$ cat src/l2c_cfg_pkg.sv
package l2c_cfg_pkg;

  // line address and request tag
  localparam int ADDR_W = 37;
  localparam int TAG_W  = 4;   // 16 outstanding tags

  // reply bus data word
  localparam int DATA_W = 64;

  // bus agent identity
  localparam int ID_W  = 5;
  localparam int MY_ID = 3;

  // queue depths
  localparam int READ_DEPTH = 16;
  localparam int MISS_DEPTH = 16;  // one slot per tag, never overflows

  // read queue level that warns the core
  localparam int STALL_CNT = 12;

  // read command to miss report, in cycles
  localparam int LOOKUP_LAT = 4;

endpackage

$ cat src/l2c_bus_pkg.sv
package l2c_bus_pkg;

  typedef struct packed {
    logic       io;
    logic [4:0] size;
    logic [4:0] bank0;  // first bank
    logic [1:0] low;
  } side_info_t;

  typedef struct packed {
    logic [l2c_cfg_pkg::ADDR_W-1:0] addr;
    logic [l2c_cfg_pkg::TAG_W-1:0]  tag;
    logic                           dupl;
    logic                           want_excl;
    side_info_t                     side;
  } read_req_t;

  typedef struct packed {
    logic [l2c_cfg_pkg::ADDR_W-1:0] addr;
    logic [l2c_cfg_pkg::TAG_W-1:0]  tag;
    logic [l2c_cfg_pkg::ID_W-1:0]   src_id;
    logic                           want_excl;
    logic                           dupl;
    side_info_t                     side;
  } bus_req_t;

  typedef enum logic {
    mem_reply,
    expunge
  } reply_kind_e;

  // same reply word, read as line data or as the address being expunged
  typedef union packed {
    logic [l2c_cfg_pkg::DATA_W-1:0] data;
    struct packed {
      logic [l2c_cfg_pkg::DATA_W-l2c_cfg_pkg::ADDR_W-1:0] pad;
      logic [l2c_cfg_pkg::ADDR_W-1:0]                     addr;
    } exp;
  } reply_payload_u;

  typedef struct packed {
    logic                          valid;
    reply_kind_e                   kind;
    logic [l2c_cfg_pkg::ID_W-1:0]  dst_id;
    logic [l2c_cfg_pkg::TAG_W-1:0] dst_tag;
    reply_payload_u                payload;
  } bus_reply_t;

  typedef enum logic [1:0] {
    cmd_read,
    cmd_fill,
    cmd_expunge
  } cmd_kind_e;

  typedef struct packed {
    logic                           valid;
    cmd_kind_e                      kind;
    logic [l2c_cfg_pkg::ADDR_W-1:0] addr;
    logic [l2c_cfg_pkg::TAG_W-1:0]  tag;
    logic                           dupl;
    logic                           want_excl;
    logic [l2c_cfg_pkg::DATA_W-1:0] data;
  } cache_cmd_t;

endpackage

$ cat src/l2c_queue.sv
`timescale 1ns/1ps

module l2c_queue #(
  parameter int WIDTH = 8,
  parameter int DEPTH = 16
) (
  input  logic                         clk,
  input  logic                         rst,
  input  logic                         push,
  input  logic [WIDTH-1:0]             push_data,
  input  logic                         pop,
  output logic [WIDTH-1:0]             pop_data,
  output logic                         empty,
  output logic [$clog2(DEPTH+1)-1:0]   count
);

  logic [WIDTH-1:0]         mem [DEPTH];
  logic [$clog2(DEPTH)-1:0] wr_ptr;
  logic [$clog2(DEPTH)-1:0] rd_ptr;
  logic                     push_ok;
  logic                     pop_ok;

  assign empty    = (count == '0);
  assign push_ok  = push && (count != DEPTH);  // full queue drops the push
  assign pop_ok   = pop && !empty;
  assign pop_data = mem[rd_ptr];

  always_ff @(posedge clk)
  begin
    if (push_ok)
      mem[wr_ptr] <= push_data;
  end

  always_ff @(posedge clk)
  begin
    if (rst)
    begin
      wr_ptr <= '0;
      rd_ptr <= '0;
      count  <= '0;
    end
    else
    begin
      if (push_ok)
        wr_ptr <= (wr_ptr == DEPTH - 1) ? '0 : wr_ptr + 1'b1;
      if (pop_ok)
        rd_ptr <= (rd_ptr == DEPTH - 1) ? '0 : rd_ptr + 1'b1;
      if (push_ok && !pop_ok)
        count <= count + 1'b1;
      else if (pop_ok && !push_ok)
        count <= count - 1'b1;
    end
  end

endmodule

$ cat src/l2c_read_unit.sv
`timescale 1ns/1ps

module l2c_read_unit (
  input  logic                    clk,
  input  logic                    rst,
  input  logic                    read_en,
  input  l2c_bus_pkg::read_req_t  read_req,
  input  logic                    grant,
  output l2c_bus_pkg::read_req_t  head,
  output logic                    head_valid,
  output logic                    read_skip,
  output l2c_bus_pkg::side_info_t miss_side
);

  logic                                                q_empty;
  logic [$clog2(l2c_cfg_pkg::READ_DEPTH+1)-1:0]        q_count;
  l2c_bus_pkg::side_info_t side_dly [l2c_cfg_pkg::LOOKUP_LAT+1];

  l2c_queue #(
    .WIDTH ($bits(l2c_bus_pkg::read_req_t)),
    .DEPTH (l2c_cfg_pkg::READ_DEPTH)
  ) read_q_inst (
    .clk       (clk),
    .rst       (rst),
    .push      (read_en),
    .push_data (read_req),
    .pop       (grant),
    .pop_data  (head),
    .empty     (q_empty),
    .count     (q_count)
  );

  assign head_valid = !q_empty;

  always_ff @(posedge clk)
  begin
    if (rst)
      read_skip <= 1'b0;
    else
      read_skip <= (q_count >= l2c_cfg_pkg::STALL_CNT);
  end

  // stage 0 loads at the grant edge, last stage meets miss_en
  always_ff @(posedge clk)
  begin
    side_dly[0] <= head.side;
    for (int i = 1; i <= l2c_cfg_pkg::LOOKUP_LAT; i++)
      side_dly[i] <= side_dly[i-1];
  end

  assign miss_side = side_dly[l2c_cfg_pkg::LOOKUP_LAT];

endmodule

$ cat src/l2c_miss_unit.sv
`timescale 1ns/1ps

module l2c_miss_unit (
  input  logic                           clk,
  input  logic                           rst,
  input  logic                           miss_en,
  input  logic [l2c_cfg_pkg::ADDR_W-1:0] miss_addr,
  input  logic [l2c_cfg_pkg::TAG_W-1:0]  miss_tag,
  input  logic                           miss_dupl,
  input  logic                           miss_want_excl,
  input  l2c_bus_pkg::side_info_t        miss_side,
  input  logic                           rbus_can,
  input  l2c_bus_pkg::bus_reply_t        rbus_reply,
  output l2c_bus_pkg::bus_req_t          rbus_req,
  output logic                           rbus_want,
  output l2c_bus_pkg::cache_cmd_t        ins_cmd
);

  l2c_bus_pkg::bus_req_t          miss_entry;
  logic                           miss_empty;
  l2c_bus_pkg::bus_reply_t        rpl_q;
  logic [l2c_cfg_pkg::ADDR_W-1:0] tbl_addr [l2c_cfg_pkg::MISS_DEPTH];
  logic                           tbl_dupl [l2c_cfg_pkg::MISS_DEPTH];

  always_comb
  begin
    miss_entry.addr      = miss_addr;
    miss_entry.tag       = miss_tag;
    miss_entry.src_id    = l2c_cfg_pkg::ID_W'(l2c_cfg_pkg::MY_ID);
    miss_entry.want_excl = miss_want_excl;
    miss_entry.dupl      = miss_dupl;
    miss_entry.side      = miss_side;
  end

  l2c_queue #(
    .WIDTH ($bits(l2c_bus_pkg::bus_req_t)),
    .DEPTH (l2c_cfg_pkg::MISS_DEPTH)
  ) miss_q_inst (
    .clk       (clk),
    .rst       (rst),
    .push      (miss_en),
    .push_data (miss_entry),
    .pop       (rbus_want && rbus_can),  // head leaves on can & want
    .pop_data  (rbus_req),
    .empty     (miss_empty),
    .count     ()
  );

  assign rbus_want = !miss_empty;

  // outstanding misses, by tag
  always_ff @(posedge clk)
  begin
    if (miss_en)
    begin
      tbl_addr[miss_tag] <= miss_addr;
      tbl_dupl[miss_tag] <= miss_dupl;
    end
  end

  always_ff @(posedge clk)
  begin
    rpl_q <= rbus_reply;
    if (rst)
      rpl_q.valid <= 1'b0;
  end

  always_comb
  begin
    ins_cmd     = '0;
    ins_cmd.tag = rpl_q.dst_tag;
    if (rpl_q.kind == l2c_bus_pkg::expunge)
    begin
      ins_cmd.valid = rpl_q.valid;  // expunges are for everyone
      ins_cmd.kind  = l2c_bus_pkg::cmd_expunge;
      ins_cmd.addr  = rpl_q.payload.exp.addr;
    end
    else
    begin
      ins_cmd.valid = rpl_q.valid && (rpl_q.dst_id == l2c_cfg_pkg::MY_ID);
      ins_cmd.kind  = l2c_bus_pkg::cmd_fill;
      ins_cmd.addr  = tbl_addr[rpl_q.dst_tag];
      ins_cmd.dupl  = tbl_dupl[rpl_q.dst_tag];
      ins_cmd.data  = rpl_q.payload.data;
    end
  end

endmodule

$ cat src/l2c_cache_arb.sv
`timescale 1ns/1ps

module l2c_cache_arb (
  input  logic                    clk,
  input  logic                    rst,
  input  l2c_bus_pkg::cache_cmd_t ins_cmd,
  input  l2c_bus_pkg::read_req_t  head,
  input  logic                    head_valid,
  input  logic                    cache_ready,
  output logic                    grant,
  output l2c_bus_pkg::cache_cmd_t cache_cmd
);

  l2c_bus_pkg::cache_cmd_t next_cmd;

  // fills and expunges never wait, reads need cache_ready
  assign grant = !ins_cmd.valid && head_valid && cache_ready;

  always_comb
  begin
    if (ins_cmd.valid)
    begin
      next_cmd = ins_cmd;
    end
    else
    begin
      next_cmd.valid     = grant;
      next_cmd.kind      = l2c_bus_pkg::cmd_read;
      next_cmd.addr      = head.addr;
      next_cmd.tag       = head.tag;
      next_cmd.dupl      = head.dupl;
      next_cmd.want_excl = head.want_excl;
      next_cmd.data      = '0;
    end
  end

  always_ff @(posedge clk)
  begin
    cache_cmd <= next_cmd;
    if (rst)
      cache_cmd.valid <= 1'b0;
  end

endmodule

$ cat src/l2c_cntrl.sv
`timescale 1ns/1ps

module l2c_cntrl (
  input  logic                           clk,
  input  logic                           rst,
  // core reads
  input  logic                           read_en,
  input  l2c_bus_pkg::read_req_t         read_req,
  output logic                           read_skip,
  // cache array
  output l2c_bus_pkg::cache_cmd_t        cache_cmd,
  input  logic                           cache_ready,
  input  logic                           miss_en,
  input  logic [l2c_cfg_pkg::ADDR_W-1:0] miss_addr,
  input  logic [l2c_cfg_pkg::TAG_W-1:0]  miss_tag,
  input  logic                           miss_dupl,
  input  logic                           miss_want_excl,
  // request and reply bus
  output l2c_bus_pkg::bus_req_t          rbus_req,
  output logic                           rbus_want,
  input  logic                           rbus_can,
  input  l2c_bus_pkg::bus_reply_t        rbus_reply
);

  l2c_bus_pkg::read_req_t  head;
  logic                    head_valid;
  logic                    grant;
  l2c_bus_pkg::side_info_t miss_side;
  l2c_bus_pkg::cache_cmd_t ins_cmd;

  l2c_read_unit read_unit_inst (
    .clk        (clk),
    .rst        (rst),
    .read_en    (read_en),
    .read_req   (read_req),
    .grant      (grant),
    .head       (head),
    .head_valid (head_valid),
    .read_skip  (read_skip),
    .miss_side  (miss_side)
  );

  l2c_miss_unit miss_unit_inst (
    .clk            (clk),
    .rst            (rst),
    .miss_en        (miss_en),
    .miss_addr      (miss_addr),
    .miss_tag       (miss_tag),
    .miss_dupl      (miss_dupl),
    .miss_want_excl (miss_want_excl),
    .miss_side      (miss_side),
    .rbus_can       (rbus_can),
    .rbus_reply     (rbus_reply),
    .rbus_req       (rbus_req),
    .rbus_want      (rbus_want),
    .ins_cmd        (ins_cmd)
  );

  l2c_cache_arb cache_arb_inst (
    .clk         (clk),
    .rst         (rst),
    .ins_cmd     (ins_cmd),
    .head        (head),
    .head_valid  (head_valid),
    .cache_ready (cache_ready),
    .grant       (grant),
    .cache_cmd   (cache_cmd)
  );

endmodule

$ cat config.mk
export PLATFORM = sky130hd
export DESIGN_NAME = l2c_cntrl
export DESIGN_NICKNAME = d
export VERILOG_FILES = /design/src/l2c_cfg_pkg.sv /design/src/l2c_bus_pkg.sv /design/src/l2c_queue.sv /design/src/l2c_read_unit.sv /design/src/l2c_miss_unit.sv /design/src/l2c_cache_arb.sv /design/src/l2c_cntrl.sv
export SDC_FILE = /design/constraint.sdc
export NUM_CORES = 2
export LEC_CHECK = 0
export BUFFER_PORTS_ARGS = -buffer_cell sky130_fd_sc_hd__clkbuf_2
export CAP_MARGIN = 10
export CORE_MARGIN = 3
export CORE_UTILIZATION = 45
export CTS_CLUSTER_DIAMETER = 200
export DETAILED_ROUTE_END_ITERATION = 7
export PLACE_DENSITY_LB_ADDON = 0.1
export SKIP_CTS_REPAIR_TIMING = 1
export SLEW_MARGIN = 0
export SYNTH_ARGS = -nofsm -noshare
export SYNTH_HDL_FRONTEND = slang
export SYNTH_SLANG_ARGS = --single-unit
export TNS_END_PERCENT = 50
$ cat constraint.sdc
create_clock -name clk -period 15.6 [get_ports clk]
set_clock_uncertainty 0.05 [all_clocks]
set_input_delay 0.78 -clock clk [delete_from_list [all_inputs] [get_ports clk]]
set_output_delay 0.78 -clock clk [all_outputs]
set_load 0.02 [all_outputs]
==> results.sh <==
export IMPL_outcome="complete, no violations"
export IMPL_cp_arrival_ns=5.01
export IMPL_synth_ff_type="edfxtp_1"
export IMPL_synth_area_um2=98600
export IMPL_fin_hold_ws_ns=0.08107
export IMPL_place_hpwl_um=138400
export IMPL_place_port_buffers=347
export IMPL_clk_latency_ns=0.91
export IMPL_totalWireLength_um=254500
export IMPL_die_w_um=474.1
export IMPL_p_sw_share_pct=23.55
export IMPL_power_total_mw=16.94
export IMPL_worstRegToRegCells=5
export IMPL_antenna_found_initial=32
export IMPL_vias_per_cell=5.748
export IMPL_cts_tree="done"
export IMPL_area_growth_pct=15.27
export IMPL_power_density_nw_per_um2=149.0
export IMPL_routedWlPerCell_um=30.64
export IMPL_via_count=47734
export IMPL_p_comb_share_pct=11.7
export IMPL_p_clk_share_pct=38.5
export IMPL_synthArstFlopShare_pct=0
export IMPL_hp_class="in -> reg"
export IMPL_startpoint_type="flop"
export IMPL_setup_tns_ns=0
export IMPL_maxCapViolCount=0
export IMPL_finalSetupViolCount=0
export IMPL_dr_pass1_iters=5
export IMPL_p_switching_mw=3.988
export IMPL_grt_first_pass_wirelength_um=363200
export IMPL_overflow=0
export IMPL_ctsLongestPathBuffers=4
export IMPL_fin_crit_ns=5.840
export IMPL_r2r_end="cache_arb_inst.cache_cmd[83]"
export IMPL_synth_edf_count=2400
export IMPL_synth_most_common_cell="edfxtp_1"
export IMPL_design_portCount=353
export IMPL_synth_area_per_cell_um2=21.17
export IMPL_vdd_drop_max_uv=116.1
export IMPL_holdPathStages=1
export IMPL_synth_area_leader_cell="edfxtp_1"
export IMPL_cp_required_ns=14.77
export IMPL_root_buffer="clkbuf_16"
export IMPL_ys_top_cells_by_area="edfxtp_1, mux4_2, dfxtp_1"
export IMPL_slew_violations=0
export IMPL_max_freq_mhz=171.2
export IMPL_numCtsBuffers=291
export IMPL_synth_warnings=0
export IMPL_grt_pass1_vias=48969
export IMPL_synth_seq_cells=2685
export IMPL_hold_end="miss_unit_inst.ins_cmd[68]"
export IMPL_crit_type="reg -> out"
export IMPL_min_from="rbus_reply[66]"
export IMPL_grtUsageTotal_pct=22.67
export IMPL_core_area_um2=217600
export IMPL_gp_congestion=0.7381
export IMPL_relSlewSlack_pct=18.48
export IMPL_period_share_pct=37.44
export IMPL_seqCellArea_um2=77810
export IMPL_rrSetupSlack_ns=11.54
export IMPL_cts_reportedPaths_clkPinSlew_ns=0.06
export IMPL_worst_slew_pin_slew_ns=1.223
export IMPL_fillers=17088
export IMPL_synth_common_cells="edfxtp_1, mux4_2, dfxtp_1"
export IMPL_grt_max_degree=138
export IMPL_initial_utilization_pct=45.31
export IMPL_fp_dieH_um=474.1
export IMPL_synth_cells=4657
export IMPL_final_nets=5423
export IMPL_num_rows=171
export IMPL_synth_distinct_cells=67
export IMPL_critPathCaptureType="primary output"
export IMPL_fin_util_pct=52.23
export IMPL_cts_sinks=2685
export IMPL_p_leak_nw=36.30
export IMPL_power_internal_mw=12.95
export IMPL_fp_dieArea_um2=224800
export IMPL_drtAntennaViolNets=0
export IMPL_hold_viol=0
export IMPL_drive_gt1_share_pct=27.48
export IMPL_drc=0
export IMPL_ys_seq_area_share_pct=78.88
export IMPL_rsz0062_at_grt="no"
export IMPL_synth_top_area_share_pct=73.10
export IMPL_drtIter0Drc=4416
export IMPL_cp_max_fo=101
export IMPL_multi_input_area_um2=19830
export IMPL_p_seq_share_pct=49.8
export IMPL_h_tree_depth=5
-- flip-flops by register name (all words and copies together) (netlist names), named ones only --
signal and cells:
cache_arb_inst.cache_cmd 110, miss_unit_inst.ins_cmd 4, miss_unit_inst.miss_q_inst.count 5, miss_unit_inst.miss_q_inst.mem 896
miss_unit_inst.miss_q_inst.rd_ptr 4, miss_unit_inst.miss_q_inst.wr_ptr 4, miss_unit_inst.rpl_q 71, miss_unit_inst.tbl_addr 592
miss_unit_inst.tbl_dupl 16, read_unit_inst.read_q_inst.count 5, read_unit_inst.read_q_inst.mem 896, read_unit_inst.read_q_inst.rd_ptr 4
read_unit_inst.read_q_inst.wr_ptr 4, read_unit_inst.read_skip 1, read_unit_inst.side_dly 65
-- power by group through the flow --
stage	Clock, mW	Sequential (mW)	Combinational, mW
5_1_grt	6.98	8.47	2.14
3_5_place_dp	0	8.59	2.02
4_1_cts	6.67	8.44	2.02
3_3_place_gp	0	8.59	2.00
6_report	6.52	8.43	1.98
2_1_floorplan	0	8.47	1.41
-- cell usage in the layout, fill, tap and decap left out, types with 11 or more instances in the layout --
cell	count
edfxtp_1	2400
mux4_2	497
clkbuf_2	348
clkbuf_16	301
dfxtp_1	275
o22ai_1	146
mux2i_1	144
nor2_1	120
buf_4	107
nand2_1	105
a21oi_1	104
clkbuf_1	84
mux2_2	74
dlygate4sd3_1	74
and2_1	66
o211ai_1	51
clkinv_1	39
nor2_4	38
nand2b_1	32
clkinv_2	31
o22a_1	30
clkbuf_8	28
a221oi_1	23
nand4_1	21
o2111ai_1	20
ha_1	18
nor3_1	15
diode_2	14
nand3_1	12
mux2_1	12
nor3_2	12
bufinv_16	12
inv_1	11
o21ai_0	11
a211oi_1	11
-- metrics by stage --
stage,std cells,cell area [um^2],setup slack [ns]
after floorplan,4660,98610,9.864
after global placement,7710,103900,10.46
after detailed placement,7710,103900,10.45
after CTS,8216,112900,9.490
after global routing,8294,113600,9.271
final,8304,113700,9.760
-- worst max-delay path by stage --
stage / start / to / slack (ns) / depth (start not counted)
6_report: flop / rbus_req[44] / 9.76 / 5
5_1_grt: flop / rbus_req[48] / 9.27 / 5
3_3_place_gp: flop / rbus_req[53] / 10.46 / 5
4_1_cts: flop / rbus_req[53] / 9.49 / 5
2_1_floorplan: read_en / read_unit_inst.read_q_inst.mem[3][0] / 9.86 / 4
3_5_place_dp: flop / rbus_req[53] / 10.45 / 5
-- critical path, cell delays in order (launching register included) --
cell      delay (ns)
dfxtp_4         1.00
buf_12          0.66
buf_4           0.86
mux4_2          0.60
mux4_2          0.55
clkbuf_2        0.19
-- metal layers --
layer	vias up	global-route usage (%)	routed length [um]
li1	20388	-	-
met1	25564	31.16	107400
met2	1401	37.70	126900
met3	355	4.145	14700
met4	26	5.586	5230
met5	-	0	190
-- kinds of logic (layout without fill, tap and decap cells) --
| family | Yosys count | in the layout | share of synthesized area [%] |
|---|---|---|---|
| AO/OA/AOI/OAI | 476 | 476 | 3.338 |
| multiplexers | 727 | 727 | 13.80 |
| buffers and inverters | 275 | 1051 | 1.388 |
| XOR/XNOR | 10 | 10 | 0.08883 |
| other | 2 | 19 | 0.007617 |
| AND/OR/NAND/NOR | 462 | 462 | 2.230 |
| adder cells (fa/ha/maj) | 20 | 20 | 0.2690 |
| flip-flops | 2685 | 2685 | 78.88 |
-- cell type report --
class                   count  area share (%)
multi-input cells        1700           17.45
clock inverters            92          0.6660
clock buffers             414           7.248
diodes                     14         0.03083
flip-flops and latches   2685           68.47
well taps                2854           3.142
inverters                  13         0.04294
repair buffers            532           2.957
Note: power is estimated with default switching activity, not from simulation.
